### config.mk
export PLATFORM = sky130hd
export DESIGN_NAME = data_cache_top
export DESIGN_NICKNAME = d
export VERILOG_FILES = /design/src/cache_pkg.sv /design/src/cache_if.sv /design/src/data_cache_top.sv /design/src/cache_resp_stage.sv /design/src/cache_miss_ctrl.sv /design/src/cache_set_store.sv /design/src/plru_tree.sv /design/src/cache_req_stage.sv
export SDC_FILE = /design/constraint.sdc
export NUM_CORES = 2
export LEC_CHECK = 0
export BUFFER_PORTS_ARGS = -buffer_cell sky130_fd_sc_hd__buf_2
export CORE_AREA = 2 2 450 452
export DETAILED_ROUTE_END_ITERATION = 10
export DIE_AREA = 0 0 452 454
export PLACE_DENSITY = 0.74
export REMOVE_ABC_BUFFERS = 1
export SLEW_MARGIN = 25
export SYNTH_ARGS = -nofsm -noshare
export SYNTH_HDL_FRONTEND = slang
export SYNTH_SLANG_ARGS = --single-unit
### constraint.sdc
create_clock -name clock -period 22.1 [get_ports clock]
set_input_delay 3.315 -clock clock [delete_from_list [all_inputs] [get_ports clock]]
set_output_delay 3.315 -clock clock [all_outputs]
set_load 0.05 [all_outputs]
### src/cache_pkg.sv
// cache geometry constants, width typedefs and controller state encoding

package cache_pkg;

	localparam int num_sets = 8;
	localparam int num_ways = 4;
	localparam int line_bits = 64;
	localparam int addr_bits = 12;

	// derived field widths
	localparam int idx_bits = $clog2(num_sets);
	localparam int tag_bits = addr_bits - idx_bits;
	localparam int way_bits = $clog2(num_ways);

	// index is the low part of the line address, tag the high part
	typedef logic [idx_bits-1:0] set_idx_t;
	typedef logic [tag_bits-1:0] tag_t;
	typedef logic [way_bits-1:0] way_t;
	typedef logic [addr_bits-1:0] line_addr_t;
	typedef logic [line_bits-1:0] line_data_t;

	// bit 0 root, bit 1 pair of ways 0-1, bit 2 pair of ways 2-3
	typedef logic [num_ways-2:0] plru_bits_t;

	typedef enum logic [2:0] {
		idle,
		write_back,
		refill_req,
		refill_wait,
		respond
	} ctrl_state_t;

endpackage
### src/cache_if.sv
// request, line store access and response interfaces with their modports
`timescale 1ns/1ps

interface cache_req_if import cache_pkg::*; ();
	logic valid;
	logic ready;
	logic write;
	set_idx_t idx;
	tag_t tag;
	line_data_t data;

	modport src (output valid, write, idx, tag, data, input ready);
	modport dst (input valid, write, idx, tag, data, output ready);
endinterface

interface cache_array_if import cache_pkg::*; ();
	// controller side
	set_idx_t idx;
	tag_t tag;
	logic wr_en;
	line_data_t wr_data;
	logic wr_dirty;
	logic fill_en;
	logic touch_en;
	way_t lookup_way;
	// store side
	logic hit;
	way_t hit_way;
	line_data_t rd_data;
	way_t victim_way;
	logic victim_valid;
	logic victim_dirty;
	tag_t victim_tag;
	line_data_t victim_data;

	modport ctrl (
		output idx, tag, wr_en, wr_data, wr_dirty, fill_en, touch_en, lookup_way,
		input hit, hit_way, rd_data, victim_way, victim_valid, victim_dirty,
		input victim_tag, victim_data
	);
	modport store (
		input idx, tag, wr_en, wr_data, wr_dirty, fill_en, touch_en, lookup_way,
		output hit, hit_way, rd_data, victim_way, victim_valid, victim_dirty,
		output victim_tag, victim_data
	);
endinterface

interface cache_resp_if import cache_pkg::*; ();
	logic valid;
	logic ready;
	line_data_t data;
	logic hit;

	modport src (output valid, data, hit, input ready);
	modport dst (input valid, data, hit, output ready);
endinterface

### src/data_cache_top.sv
// data cache top with client and memory ports
`timescale 1ns/1ps

module data_cache_top import cache_pkg::*; (
	input logic clock,
	input logic reset,
	input logic req_valid,
	output logic req_ready,
	input logic req_write,
	input line_addr_t req_addr,
	input line_data_t req_data,
	output logic resp_valid,
	input logic resp_ready,
	output line_data_t resp_data,
	output logic resp_hit,
	output logic mem_req_valid,
	input logic mem_req_ready,
	output logic mem_req_write,
	output line_addr_t mem_req_addr,
	output line_data_t mem_req_data,
	input logic mem_resp_valid,
	input line_data_t mem_resp_data
);

	cache_req_if req_if ();
	cache_array_if arr_if ();
	cache_resp_if resp_if ();

	cache_req_stage i_req_stage (
		.clock(clock),
		.reset(reset),
		.req_valid(req_valid),
		.req_ready(req_ready),
		.req_write(req_write),
		.req_addr(req_addr),
		.req_data(req_data),
		.out(req_if.src)
	);

	cache_miss_ctrl i_miss_ctrl (
		.clock(clock),
		.reset(reset),
		.req(req_if.dst),
		.arr(arr_if.ctrl),
		.resp(resp_if.src),
		.mem_req_valid(mem_req_valid),
		.mem_req_ready(mem_req_ready),
		.mem_req_write(mem_req_write),
		.mem_req_addr(mem_req_addr),
		.mem_req_data(mem_req_data),
		.mem_resp_valid(mem_resp_valid),
		.mem_resp_data(mem_resp_data)
	);

	cache_set_store i_set_store (
		.clock(clock),
		.reset(reset),
		.arr(arr_if.store)
	);

	cache_resp_stage i_resp_stage (
		.clock(clock),
		.reset(reset),
		.in(resp_if.dst),
		.resp_valid(resp_valid),
		.resp_ready(resp_ready),
		.resp_data(resp_data),
		.resp_hit(resp_hit)
	);

endmodule

### src/cache_resp_stage.sv
// one-entry response buffer toward the client
`timescale 1ns/1ps

module cache_resp_stage import cache_pkg::*; (
	input logic clock,
	input logic reset,
	cache_resp_if.dst in,
	output logic resp_valid,
	input logic resp_ready,
	output line_data_t resp_data,
	output logic resp_hit
);

	logic full;
	line_data_t data_q;
	logic hit_q;
	logic load;

	assign in.ready = !full || resp_ready;
	assign load = in.valid && in.ready;

	always_ff @(posedge clock) begin
		if (reset)
			full <= 1'b0;
		else if (load)
			full <= 1'b1;
		else if (resp_ready)
			full <= 1'b0;
	end

	// entry stays put while the client stalls
	always_ff @(posedge clock) begin
		if (load) begin
			data_q <= in.data;
			hit_q <= in.hit;
		end
	end

	assign resp_valid = full;
	assign resp_data = data_q;
	assign resp_hit = hit_q;

endmodule

### src/cache_miss_ctrl.sv
// controller FSM for hits, dirty write-back, refill and response issue
`timescale 1ns/1ps

module cache_miss_ctrl import cache_pkg::*; (
	input logic clock,
	input logic reset,
	cache_req_if.dst req,
	cache_array_if.ctrl arr,
	cache_resp_if.src resp,
	output logic mem_req_valid,
	input logic mem_req_ready,
	output logic mem_req_write,
	output line_addr_t mem_req_addr,
	output line_data_t mem_req_data,
	input logic mem_resp_valid,
	input line_data_t mem_resp_data
);

	ctrl_state_t state;
	ctrl_state_t state_next;
	logic write_q;
	set_idx_t idx_q;
	tag_t tag_q;
	line_data_t line_q;
	way_t victim_way_q;
	tag_t victim_tag_q;
	line_data_t victim_data_q;
	logic miss;

	assign miss = (state == idle) && req.valid && !arr.hit;

	always_ff @(posedge clock) begin
		if (reset)
			state <= idle;
		else
			state <= state_next;
	end

	// line_q holds write data, or the refill data on a read miss
	always_ff @(posedge clock) begin
		if (miss) begin
			write_q <= req.write;
			idx_q <= req.idx;
			tag_q <= req.tag;
			line_q <= req.data;
			victim_way_q <= arr.victim_way;
			victim_tag_q <= arr.victim_tag;
			victim_data_q <= arr.victim_data;
		end else if (state == refill_wait && mem_resp_valid) begin
			line_q <= mem_resp_data;
		end
	end

	assign mem_req_valid = (state == write_back) || (state == refill_req);
	assign mem_req_write = (state == write_back);
	assign mem_req_addr = (state == write_back) ? {victim_tag_q, idx_q} : {tag_q, idx_q};
	assign mem_req_data = victim_data_q;

	always_comb begin
		state_next = state;
		req.ready = 1'b0;
		resp.valid = 1'b0;
		resp.data = line_q;
		resp.hit = 1'b0;
		arr.idx = idx_q;
		arr.tag = tag_q;
		arr.wr_en = 1'b0;
		arr.wr_data = line_q;
		arr.wr_dirty = write_q;
		arr.fill_en = 1'b0;
		arr.touch_en = 1'b0;
		arr.lookup_way = victim_way_q;
		case (state)
			idle: begin
				arr.idx = req.idx;
				arr.tag = req.tag;
				arr.wr_data = req.data;
				arr.wr_dirty = 1'b1;
				arr.lookup_way = arr.hit_way;
				if (req.valid && arr.hit) begin
					resp.valid = 1'b1;
					resp.hit = 1'b1;
					resp.data = req.write ? req.data : arr.rd_data;
					if (resp.ready) begin
						req.ready = 1'b1;
						arr.wr_en = req.write;
						arr.touch_en = 1'b1;
					end
				end else if (miss) begin
					// only a valid dirty victim goes back to memory
					if (arr.victim_valid && arr.victim_dirty)
						state_next = write_back;
					else if (req.write)
						state_next = respond;
					else
						state_next = refill_req;
				end
			end
			write_back: begin
				if (mem_req_ready)
					state_next = write_q ? respond : refill_req;
			end
			refill_req: begin
				if (mem_req_ready)
					state_next = refill_wait;
			end
			refill_wait: begin
				if (mem_resp_valid)
					state_next = respond;
			end
			respond: begin
				resp.valid = 1'b1;
				// install only once the response is passed on
				if (resp.ready) begin
					req.ready = 1'b1;
					arr.fill_en = 1'b1;
					arr.touch_en = 1'b1;
					state_next = idle;
				end
			end
			default: state_next = idle;
		endcase
	end

endmodule

### src/cache_set_store.sv
// 4-way line store with tag compare, valid/dirty flags, victim choice and writes
`timescale 1ns/1ps

module cache_set_store import cache_pkg::*; (
	input logic clock,
	input logic reset,
	cache_array_if.store arr
);

	logic [num_ways-1:0] valid_q [num_sets];
	logic [num_ways-1:0] dirty_q [num_sets];
	tag_t tag_q [num_sets][num_ways];
	line_data_t data_q [num_sets][num_ways];

	logic [num_ways-1:0] set_valid;
	logic [num_ways-1:0] set_dirty;
	logic [num_ways-1:0] hit_vec;
	way_t hit_way;
	logic inv_found;
	way_t inv_way;
	way_t plru_victim;
	way_t victim_way;
	logic line_wr;

	plru_tree i_plru_tree (
		.clock(clock),
		.reset(reset),
		.idx(arr.idx),
		.touch_en(arr.touch_en),
		.touch_way(arr.lookup_way),
		.victim_way(plru_victim)
	);

	assign set_valid = valid_q[arr.idx];
	assign set_dirty = dirty_q[arr.idx];

	// tag compare across the indexed set
	always_comb begin
		for (int w = 0; w < num_ways; w++)
			hit_vec[w] = set_valid[w] && (tag_q[arr.idx][w] == arr.tag);
	end

	always_comb begin
		hit_way = '0;
		for (int w = 0; w < num_ways; w++) begin
			if (hit_vec[w])
				hit_way = way_t'(w);
		end
	end

	// lowest free way wins over the tree choice
	always_comb begin
		inv_found = 1'b0;
		inv_way = '0;
		for (int w = num_ways - 1; w >= 0; w--) begin
			if (!set_valid[w]) begin
				inv_found = 1'b1;
				inv_way = way_t'(w);
			end
		end
	end

	assign victim_way = inv_found ? inv_way : plru_victim;

	assign arr.hit = |hit_vec;
	assign arr.hit_way = hit_way;
	assign arr.rd_data = data_q[arr.idx][hit_way];
	assign arr.victim_way = victim_way;
	assign arr.victim_valid = set_valid[victim_way];
	assign arr.victim_dirty = set_dirty[victim_way];
	assign arr.victim_tag = tag_q[arr.idx][victim_way];
	assign arr.victim_data = data_q[arr.idx][victim_way];

	assign line_wr = arr.wr_en || arr.fill_en;

	always_ff @(posedge clock) begin
		if (reset) begin
			for (int s = 0; s < num_sets; s++) begin
				valid_q[s] <= '0;
				dirty_q[s] <= '0;
			end
		end else if (line_wr) begin
			dirty_q[arr.idx][arr.lookup_way] <= arr.wr_dirty;
			if (arr.fill_en)
				valid_q[arr.idx][arr.lookup_way] <= 1'b1;
		end
	end

	// fill installs a new tag, a plain write keeps it
	always_ff @(posedge clock) begin
		if (line_wr)
			data_q[arr.idx][arr.lookup_way] <= arr.wr_data;
		if (arr.fill_en)
			tag_q[arr.idx][arr.lookup_way] <= arr.tag;
	end

endmodule

### src/plru_tree.sv
// per-set tree pseudo-LRU state with touch update and victim way
`timescale 1ns/1ps

module plru_tree import cache_pkg::*; (
	input logic clock,
	input logic reset,
	input set_idx_t idx,
	input logic touch_en,
	input way_t touch_way,
	output way_t victim_way
);

	plru_bits_t tree_q [num_sets];
	plru_bits_t cur;

	assign cur = tree_q[idx];

	// root picks the pair, pair bit picks the way inside it
	assign victim_way = cur[0] ? {1'b1, cur[2]} : {1'b0, cur[1]};

	always_ff @(posedge clock) begin
		if (reset) begin
			for (int s = 0; s < num_sets; s++)
				tree_q[s] <= '0;
		end else if (touch_en) begin
			// point away from the touched way
			tree_q[idx][0] <= ~touch_way[1];
			if (touch_way[1])
				tree_q[idx][2] <= ~touch_way[0];
			else
				tree_q[idx][1] <= ~touch_way[0];
		end
	end

endmodule

### src/cache_req_stage.sv
// client request register with index/tag split
`timescale 1ns/1ps

module cache_req_stage import cache_pkg::*; (
	input logic clock,
	input logic reset,
	input logic req_valid,
	output logic req_ready,
	input logic req_write,
	input line_addr_t req_addr,
	input line_data_t req_data,
	cache_req_if.src out
);

	logic full;
	logic rdy_en;
	logic write_q;
	line_addr_t addr_q;
	line_data_t data_q;
	logic take;

	// rdy_en keeps ready low for the first cycle out of reset
	assign req_ready = rdy_en && (!full || out.ready);
	assign take = req_valid && req_ready;

	always_ff @(posedge clock) begin
		if (reset) begin
			full <= 1'b0;
			rdy_en <= 1'b0;
		end else begin
			rdy_en <= 1'b1;
			if (take)
				full <= 1'b1;
			else if (out.ready)
				full <= 1'b0;
		end
	end

	always_ff @(posedge clock) begin
		if (take) begin
			write_q <= req_write;
			addr_q <= req_addr;
			data_q <= req_data;
		end
	end

	assign out.valid = full;
	assign out.write = write_q;
	assign out.idx = addr_q[idx_bits-1:0];
	assign out.tag = addr_q[addr_bits-1:idx_bits];
	assign out.data = data_q;

endmodule

Word level (Yosys, flattened, before mapping). Memory sizes are Yosys's and may differ from the RTL's. Cells that the tools add are included.

Register bits: 300. Bits in writable memories: 2424. Input bits: 147. Logic and storage cells: 175. Memories kept: 5.

Order comparisons: 7. Eq/ne operators: 14. Muxes and demuxes: 98. Bitwise gates (word level): 5. Reduce and logical (&&, ||, !) cells: 30.

Memory list: i_set_store.data_q (depth 8, width 256, read ports 1, clocked after memory_dff 0, write ports 1, RTL line cache_set_store.sv:13) `line_data_t data_q [num_sets][num_ways];`; i_set_store.tag_q (depth 8, width 36, read ports 1, clocked after memory_dff 0, write ports 1, RTL line cache_set_store.sv:12) `tag_t tag_q [num_sets][num_ways];`; i_set_store.dirty_q (depth 8, width 4, read ports 1, clocked after memory_dff 0, write ports 8, RTL line cache_set_store.sv:11) `logic [num_ways-1:0] dirty_q [num_sets];`; i_set_store.valid_q (depth 8, width 4, read ports 1, clocked after memory_dff 0, write ports 8, RTL line cache_set_store.sv:10) `logic [num_ways-1:0] valid_q [num_sets];`; i_set_store.i_plru_tree.tree_q (depth 8, width 3, read ports 1, clocked after memory_dff 0, write ports 8, RTL line plru_tree.sv:13) `plru_bits_t tree_q [num_sets];`.

Operators by type and width (number): $mux 64 (11); $bmux 64 s2 (2); $mux 256 (1); $demux 64 s2 (1); $mux 3 (15); $mux 1 (39); $eq 9x9->1 (4); $mux 36 (1); $mux 9 (4); $mux 4 (6); $bmux 9 s2 (1); $demux 9 s2 (1); $mux 2 (9); $pmux 3 s5 (1); $logic_and 1x1->1 (14); $mux 12 (1); $reduce_or 4->1 (3); $ge 3x3->1 const B (3); $not 2->3 (3); $ne 2x2->1 const B (4); $eq 3x2->1 const B (2); $lt 2x3->1 const B (2); $reduce_and 6->1 (1); $reduce_bool 2->1 (3); 13 further kinds (22).

Longest topological paths before layout. An unclocked memory read counts as a cell.

Word-level depth: 16. Depth in mapped cells: 19. Mapped depth without buffers: 11.

Modules after synthesis. A second synthesis with hierarchy kept.

Cells, all modules: 6293. Area, all modules: 106697.3 um^2.

Modules (own cells, without submodules): cache_set_store (times used 1, cells each 5442, area each 92822.8 um^2, sequential area each 71748.8 um^2); cache_miss_ctrl (times used 1, cells each 579, area each 8006.4 um^2, sequential area each 4624.4 um^2); cache_req_stage (times used 1, cells each 85, area each 2407.3 um^2, sequential area each 2352.3 um^2); cache_resp_stage (times used 1, cells each 70, area each 2006.9 um^2, sequential area each 1971.9 um^2); plru_tree (times used 1, cells each 117, area each 1453.9 um^2, sequential area each 720.7 um^2).

Least setup slack after synthesis. No wires, ideal clock.

Path kind: input -> register. Start: input resp_ready. End: memory i_set_store.data_q[5][0] in the netlist's numbering (enable). Arrival: 8.573 ns. Slack: 12.962 ns. Stages: 6. Path through: nand2b_1 nand2_1 nor2_1 o21ai_4 buf_2 nor3_1.

Cells in the longest elaborated chain, start to end: 7. Elaborated cells on any way between the ends: 9. Those cells by class: mux (7); reduce/logical (2).

RTL lines: start: declaration (RTL line data_cache_top.sv:13) `input logic resp_ready,`; $logic_or 1x1->1 * (RTL line cache_resp_stage.sv:19) `assign in.ready = !full || resp_ready;`; $mux 1 (RTL line cache_miss_ctrl.sv:84) `if (resp.ready) begin`; $mux 1 (RTL line cache_miss_ctrl.sv:80) `if (req.valid && arr.hit) begin`; $mux 1 (RTL line cache_miss_ctrl.sv:73) `case (state)`; $logic_or 1x1->1 * (RTL line cache_set_store.sv:74) `assign line_wr = arr.wr_en || arr.fill_en;`; $mux 1 * (RTL line cache_set_store.sv:91) `if (line_wr)`; $mux 256 (implied by the code) * (RTL line cache_set_store.sv:92) `data_q[arr.idx][arr.lookup_way] <= arr.wr_data;`; end: declaration (RTL line cache_set_store.sv:13).

Mark *: on every way between the ends. The rest lies on a longest branch, timed or not.

Worst setup path after layout.
Start: register i_miss_ctrl.state[2]. End: output req_ready.

Cells in the longest elaborated chain, start to end: 11. Elaborated cells on any way between the ends: 20. Those cells by class: eq/ne (5); mux (4); reduce/logical (9); memory (2).

RTL lines: start: declaration (RTL line cache_miss_ctrl.sv:19) `ctrl_state_t state;`; start signal: assignment (RTL line cache_miss_ctrl.sv:34) `state <= idle;`; start signal: assignment (RTL line cache_miss_ctrl.sv:36) `state <= state_next;`; $logic_not 3->1 (RTL line cache_miss_ctrl.sv:73); $mux 3 (RTL line cache_miss_ctrl.sv:73); $mem_v2 8x36; $eq 9x9->1 (RTL line cache_set_store.sv:40) `hit_vec[w] = set_valid[w] && (tag_q[arr.idx][w] == arr.tag);`; $logic_and 1x1->1 (RTL line cache_set_store.sv:40); $reduce_or 4->1 (RTL line cache_set_store.sv:65) `assign arr.hit = |hit_vec;`; $logic_and 1x1->1 (RTL line cache_miss_ctrl.sv:80); $mux 1 (RTL line cache_miss_ctrl.sv:80); $pmux 1 s2 * (RTL line cache_miss_ctrl.sv:73); $logic_or 1x1->1 * (RTL line cache_req_stage.sv:23) `assign req_ready = rdy_en && (!full || out.ready);`; $logic_and 1x1->1 * (RTL line cache_req_stage.sv:23); end: declaration (RTL line data_cache_top.sv:8) `output logic req_ready,`.

Marks and branches as above.

==> results.json <==
{
  "status": "finished, final reports clean",
  "power_density_nw_per_um2": 102.3,
  "finalHoldViolCount": 0,
  "maxCapViolCount": 0,
  "fp.dieArea_um2": 205200,
  "pwr-share-comb": 0.130,
  "clock_skew_ns": 0.08907,
  "final_cell_mix": "edfxtp_1 (2686), a22oi_1 (1003), nand2_1 (342), clkbuf_16 (296), buf_2 (291)",
  "port_buffers": 291,
  "fill_cells": 14150,
  "slew_headroom": 0.2062,
  "internal_power_w": 0.009222,
  "worstMarginPinSlew_ns": 1.191,
  "synthCells": 6541,
  "ant_nets": 0,
  "clk_pin_slew_ns": 0.06,
  "fin_crit_sh": 0.5617,
  "synth_top_area_share": 0.7491,
  "ir_drop_uv": 96.39,
  "path_max_fanout": 44,
  "p_sw_w": 0.003205,
  "synth-seq-area-share": 0.7562,
  "drv_slew": 0,
  "cts_sinks": 2724,
  "cts_max_level": 5,
  "synthTopCellsByArea": "edfxtp_1 (75%), a22oi_1 (7.0%), mux2i_1 (2.5%), nand2_1 (1.2%), nand4_1 (1.2%)",
  "min_period_ns": 12.41,
  "switching_share": 0.2579,
  "fmax_ghz": 0.08056,
  "clockBufferDepth": 4,
  "vias": 67930,
  "yosys_register_bits": 2724,
  "num_rows": 165,
  "clk_latency_ns": 0.97,
  "drc": 0,
  "grt_max_degree": 149,
  "worstPathArrival_ns": 9.10,
  "syn_area_um2": 107700,
  "dr.pass1.iters": 7,
  "clkPwrFrac": 0.382,
  "crit_required_ns": 18.78,
  "use_met2": 0.4863,
  "post_cts_buffers": 0,
  "io_pins": 292,
  "cts_tree": "done",
  "ys_async_sr_fraction": 0,
  "rsz0062_at_grt": "no",
  "gp_congestion": 0.9816,
  "instances_no_fill": 9705,
  "yosys_warnings": 0,
  "grt_util_met3": 0.07198,
  "syn_to_final_growth_pct": 12.83,
  "synth.distinct_cells": 92,
  "met1_usage": 0.4084,
  "start_util": 0.5360,
  "synth_top_cell_by_area": "edfxtp_1",
  "cts_buffers": 288,
  "final_nets": 6973,
  "drt_wl_total_mm": 325.4,
  "die_h_um": 454,
  "grt_pass1_wl_mm": 461.7,
  "gr-total-overflow": 0,
  "dp_hpwl_mm": 171.0,
  "start_kind": "flop",
  "drt-vias-per-instance": 6.999,
  "dieWidth_um": 452,
  "wl_per_cell_um": 33.53,
  "drive_gt1_frac": 0.1645,
  "preCtsSetupSlack_ns": 10.99,
  "setup-violations-final": 0,
  "coreArea_um2": 200900,
  "layout_commonest_cell": "edfxtp_1",
  "busiest_layer": "met2",
  "p_leak_nw": 38.20,
  "hold_buffers": 0,
  "power.total_w": 0.01243,
  "worst_slack_ns": 9.687,
  "seq_area_um2": 81420,
  "antenna_found_initial": 6,
  "synth_area_per_cell_um2": 16.46,
  "multi_input_area_um2": 24460,
  "cts_resized": 0,
  "power_frac_seq": 0.487,
  "track_usage": 0.3112,
  "hold_class": "flop to flop",
  "drt_iter0_markers": 10910,
  "root_buffer": "clkbuf_16",
  "grt_pass1_vias": 65530,
  "crit_path_end_kind": "output pin",
  "dominantRegCellSynth": "edfxtp_1",
  "timing_worst_setup_path_type": "flop to output pin",
  "placed_cells": 9205,
  "synth_edf_count": 2686
}
==> synth_stat cells, types with 32 or more instances <==
library cell  count
edfxtp_1       2686
a22oi_1        1003
nand2_1         347
clkbuf_1        309
mux2i_1         267
nand4_1         204
o22ai_1         120
o21ai_0         119
nor2_1          112
buf_2           100
nor2b_1          90
a31oi_1          66
o31a_1           66
nor3_1           63
o211ai_1         63
mux2_2           60
mux2_4           60
and4_1           56
mux2_1           53
nand3_1          53
a21oi_1          46
buf_1            41
dfxtp_1          38
nor4_2           36
o31ai_1          36
and3_1           35
inv_1            32
==> kinds of logic (layout without fill, tap and decap cells) <==
family	after synthesis	after routing	share of synthesized area
AO/OA/AOI/OAI	1706	1706	0.1162
XOR/XNOR	24	24	0.001952
buffers and inverters	519	1007	0.02108
flip-flops	2724	2724	0.7562
multiplexers	453	453	0.04732
other	0	4	0
AND/OR/NAND/NOR	1115	1115	0.05724
==> path summary, 6_finish.rpt <==
| kind | cells past startpoint | slack [ns] | from | end |
|---|---|---|---|---|
| worst max register to register | 15 | 12.17 | i_miss_ctrl.state[2]$_SDFFE_PP0P_ | i_set_store.data_q[0][100]$_DFFE_PP_ |
| worst min-delay path | 0 | 0.46 | i_req_stage.addr_q[3]$_DFFE_PP_ | i_miss_ctrl.tag_q[0]$_DFFE_PP_ |
| worst max-delay path | 13 | 9.69 | i_miss_ctrl.state[2]$_SDFFE_PP0P_ | req_ready |
| worst min register to register | 0 | 0.46 | i_req_stage.addr_q[3]$_DFFE_PP_ | i_miss_ctrl.tag_q[0]$_DFFE_PP_ |
==> power groups by stage <==
stage               logic, W  clock network (W)  registers [W]
floorplan           0.000927                  0        0.00622
global placement     0.00153                  0        0.00616
detailed placement   0.00156                  0        0.00617
CTS                  0.00157            0.00476        0.00606
global route         0.00169            0.00495        0.00606
finish               0.00162            0.00475        0.00606
==> registers in the layout (all words and copies together) (netlist names), 2 cells and up <==
name and flops:
i_miss_ctrl.state 3, i_set_store.i_plru_tree.tree_q 24, i_req_stage.out.data 64, i_set_store.tag_q 288, i_miss_ctrl.tag_q 9, i_set_store.dirty_q 32, i_miss_ctrl.idx_q 3, i_set_store.valid_q 32
i_miss_ctrl.victim_tag_q 9, i_miss_ctrl.mem_req_data 64, i_resp_stage.resp_data 64, i_miss_ctrl.line_q 64, i_miss_ctrl.victim_way_q 2, i_set_store.data_q 2048, i_req_stage.addr_q 12
==> metal layers <==
metal / vias to the layer above / wire [um] / share of wire
li1: 27430 / - / -
met1: 33720 / 111500 / 0.34
met2: 5643 / 150900 / 0.46
met3: 1127 / 43420 / 0.13
met4: 4 / 19650 / 0.060
met5: - / 21 / 0.000065
==> worst max-delay path: stages, from the launching register on <==
cell	delay [ns]
dfxtp_1	1.01
or3_4	0.83
buf_4	0.69
mux2i_2	0.94
a211oi_1	0.08
or4_1	0.62
xnor2_1	0.16
or4_1	0.53
nor3_2	0.33
buf_4	0.99
or4_1	0.46
o21ai_0	0.30
a21boi_0	0.76
buf_2	0.40
==> stage by stage <==
step,utilization,area [um2],hold WS (ns),TNS [ns]
after floorplan,-,105500,0.4261,-8378.16
after global placement,0.5587,112200,0.4507,0
after detailed placement,0.5589,112300,0.4457,0
after CTS,0.6042,121400,0.4642,0
after global routing,0.6047,121500,0.4765,0
final,0.6048,121500,0.4632,0
==> final cells by class <==
type                            instances  area share
Multi-Input combinational cell       3298      0.2014
Sequential cell                      2724      0.6702
Clock buffer                          353     0.06282
Tap cell                             2672     0.02752
Clock inverter                        140     0.01214
Antenna cell                            4  0.00008240
Inverter                               33    0.001143
Timing Repair Buffer                  481     0.02473
Power figures use the tool's default switching activity.
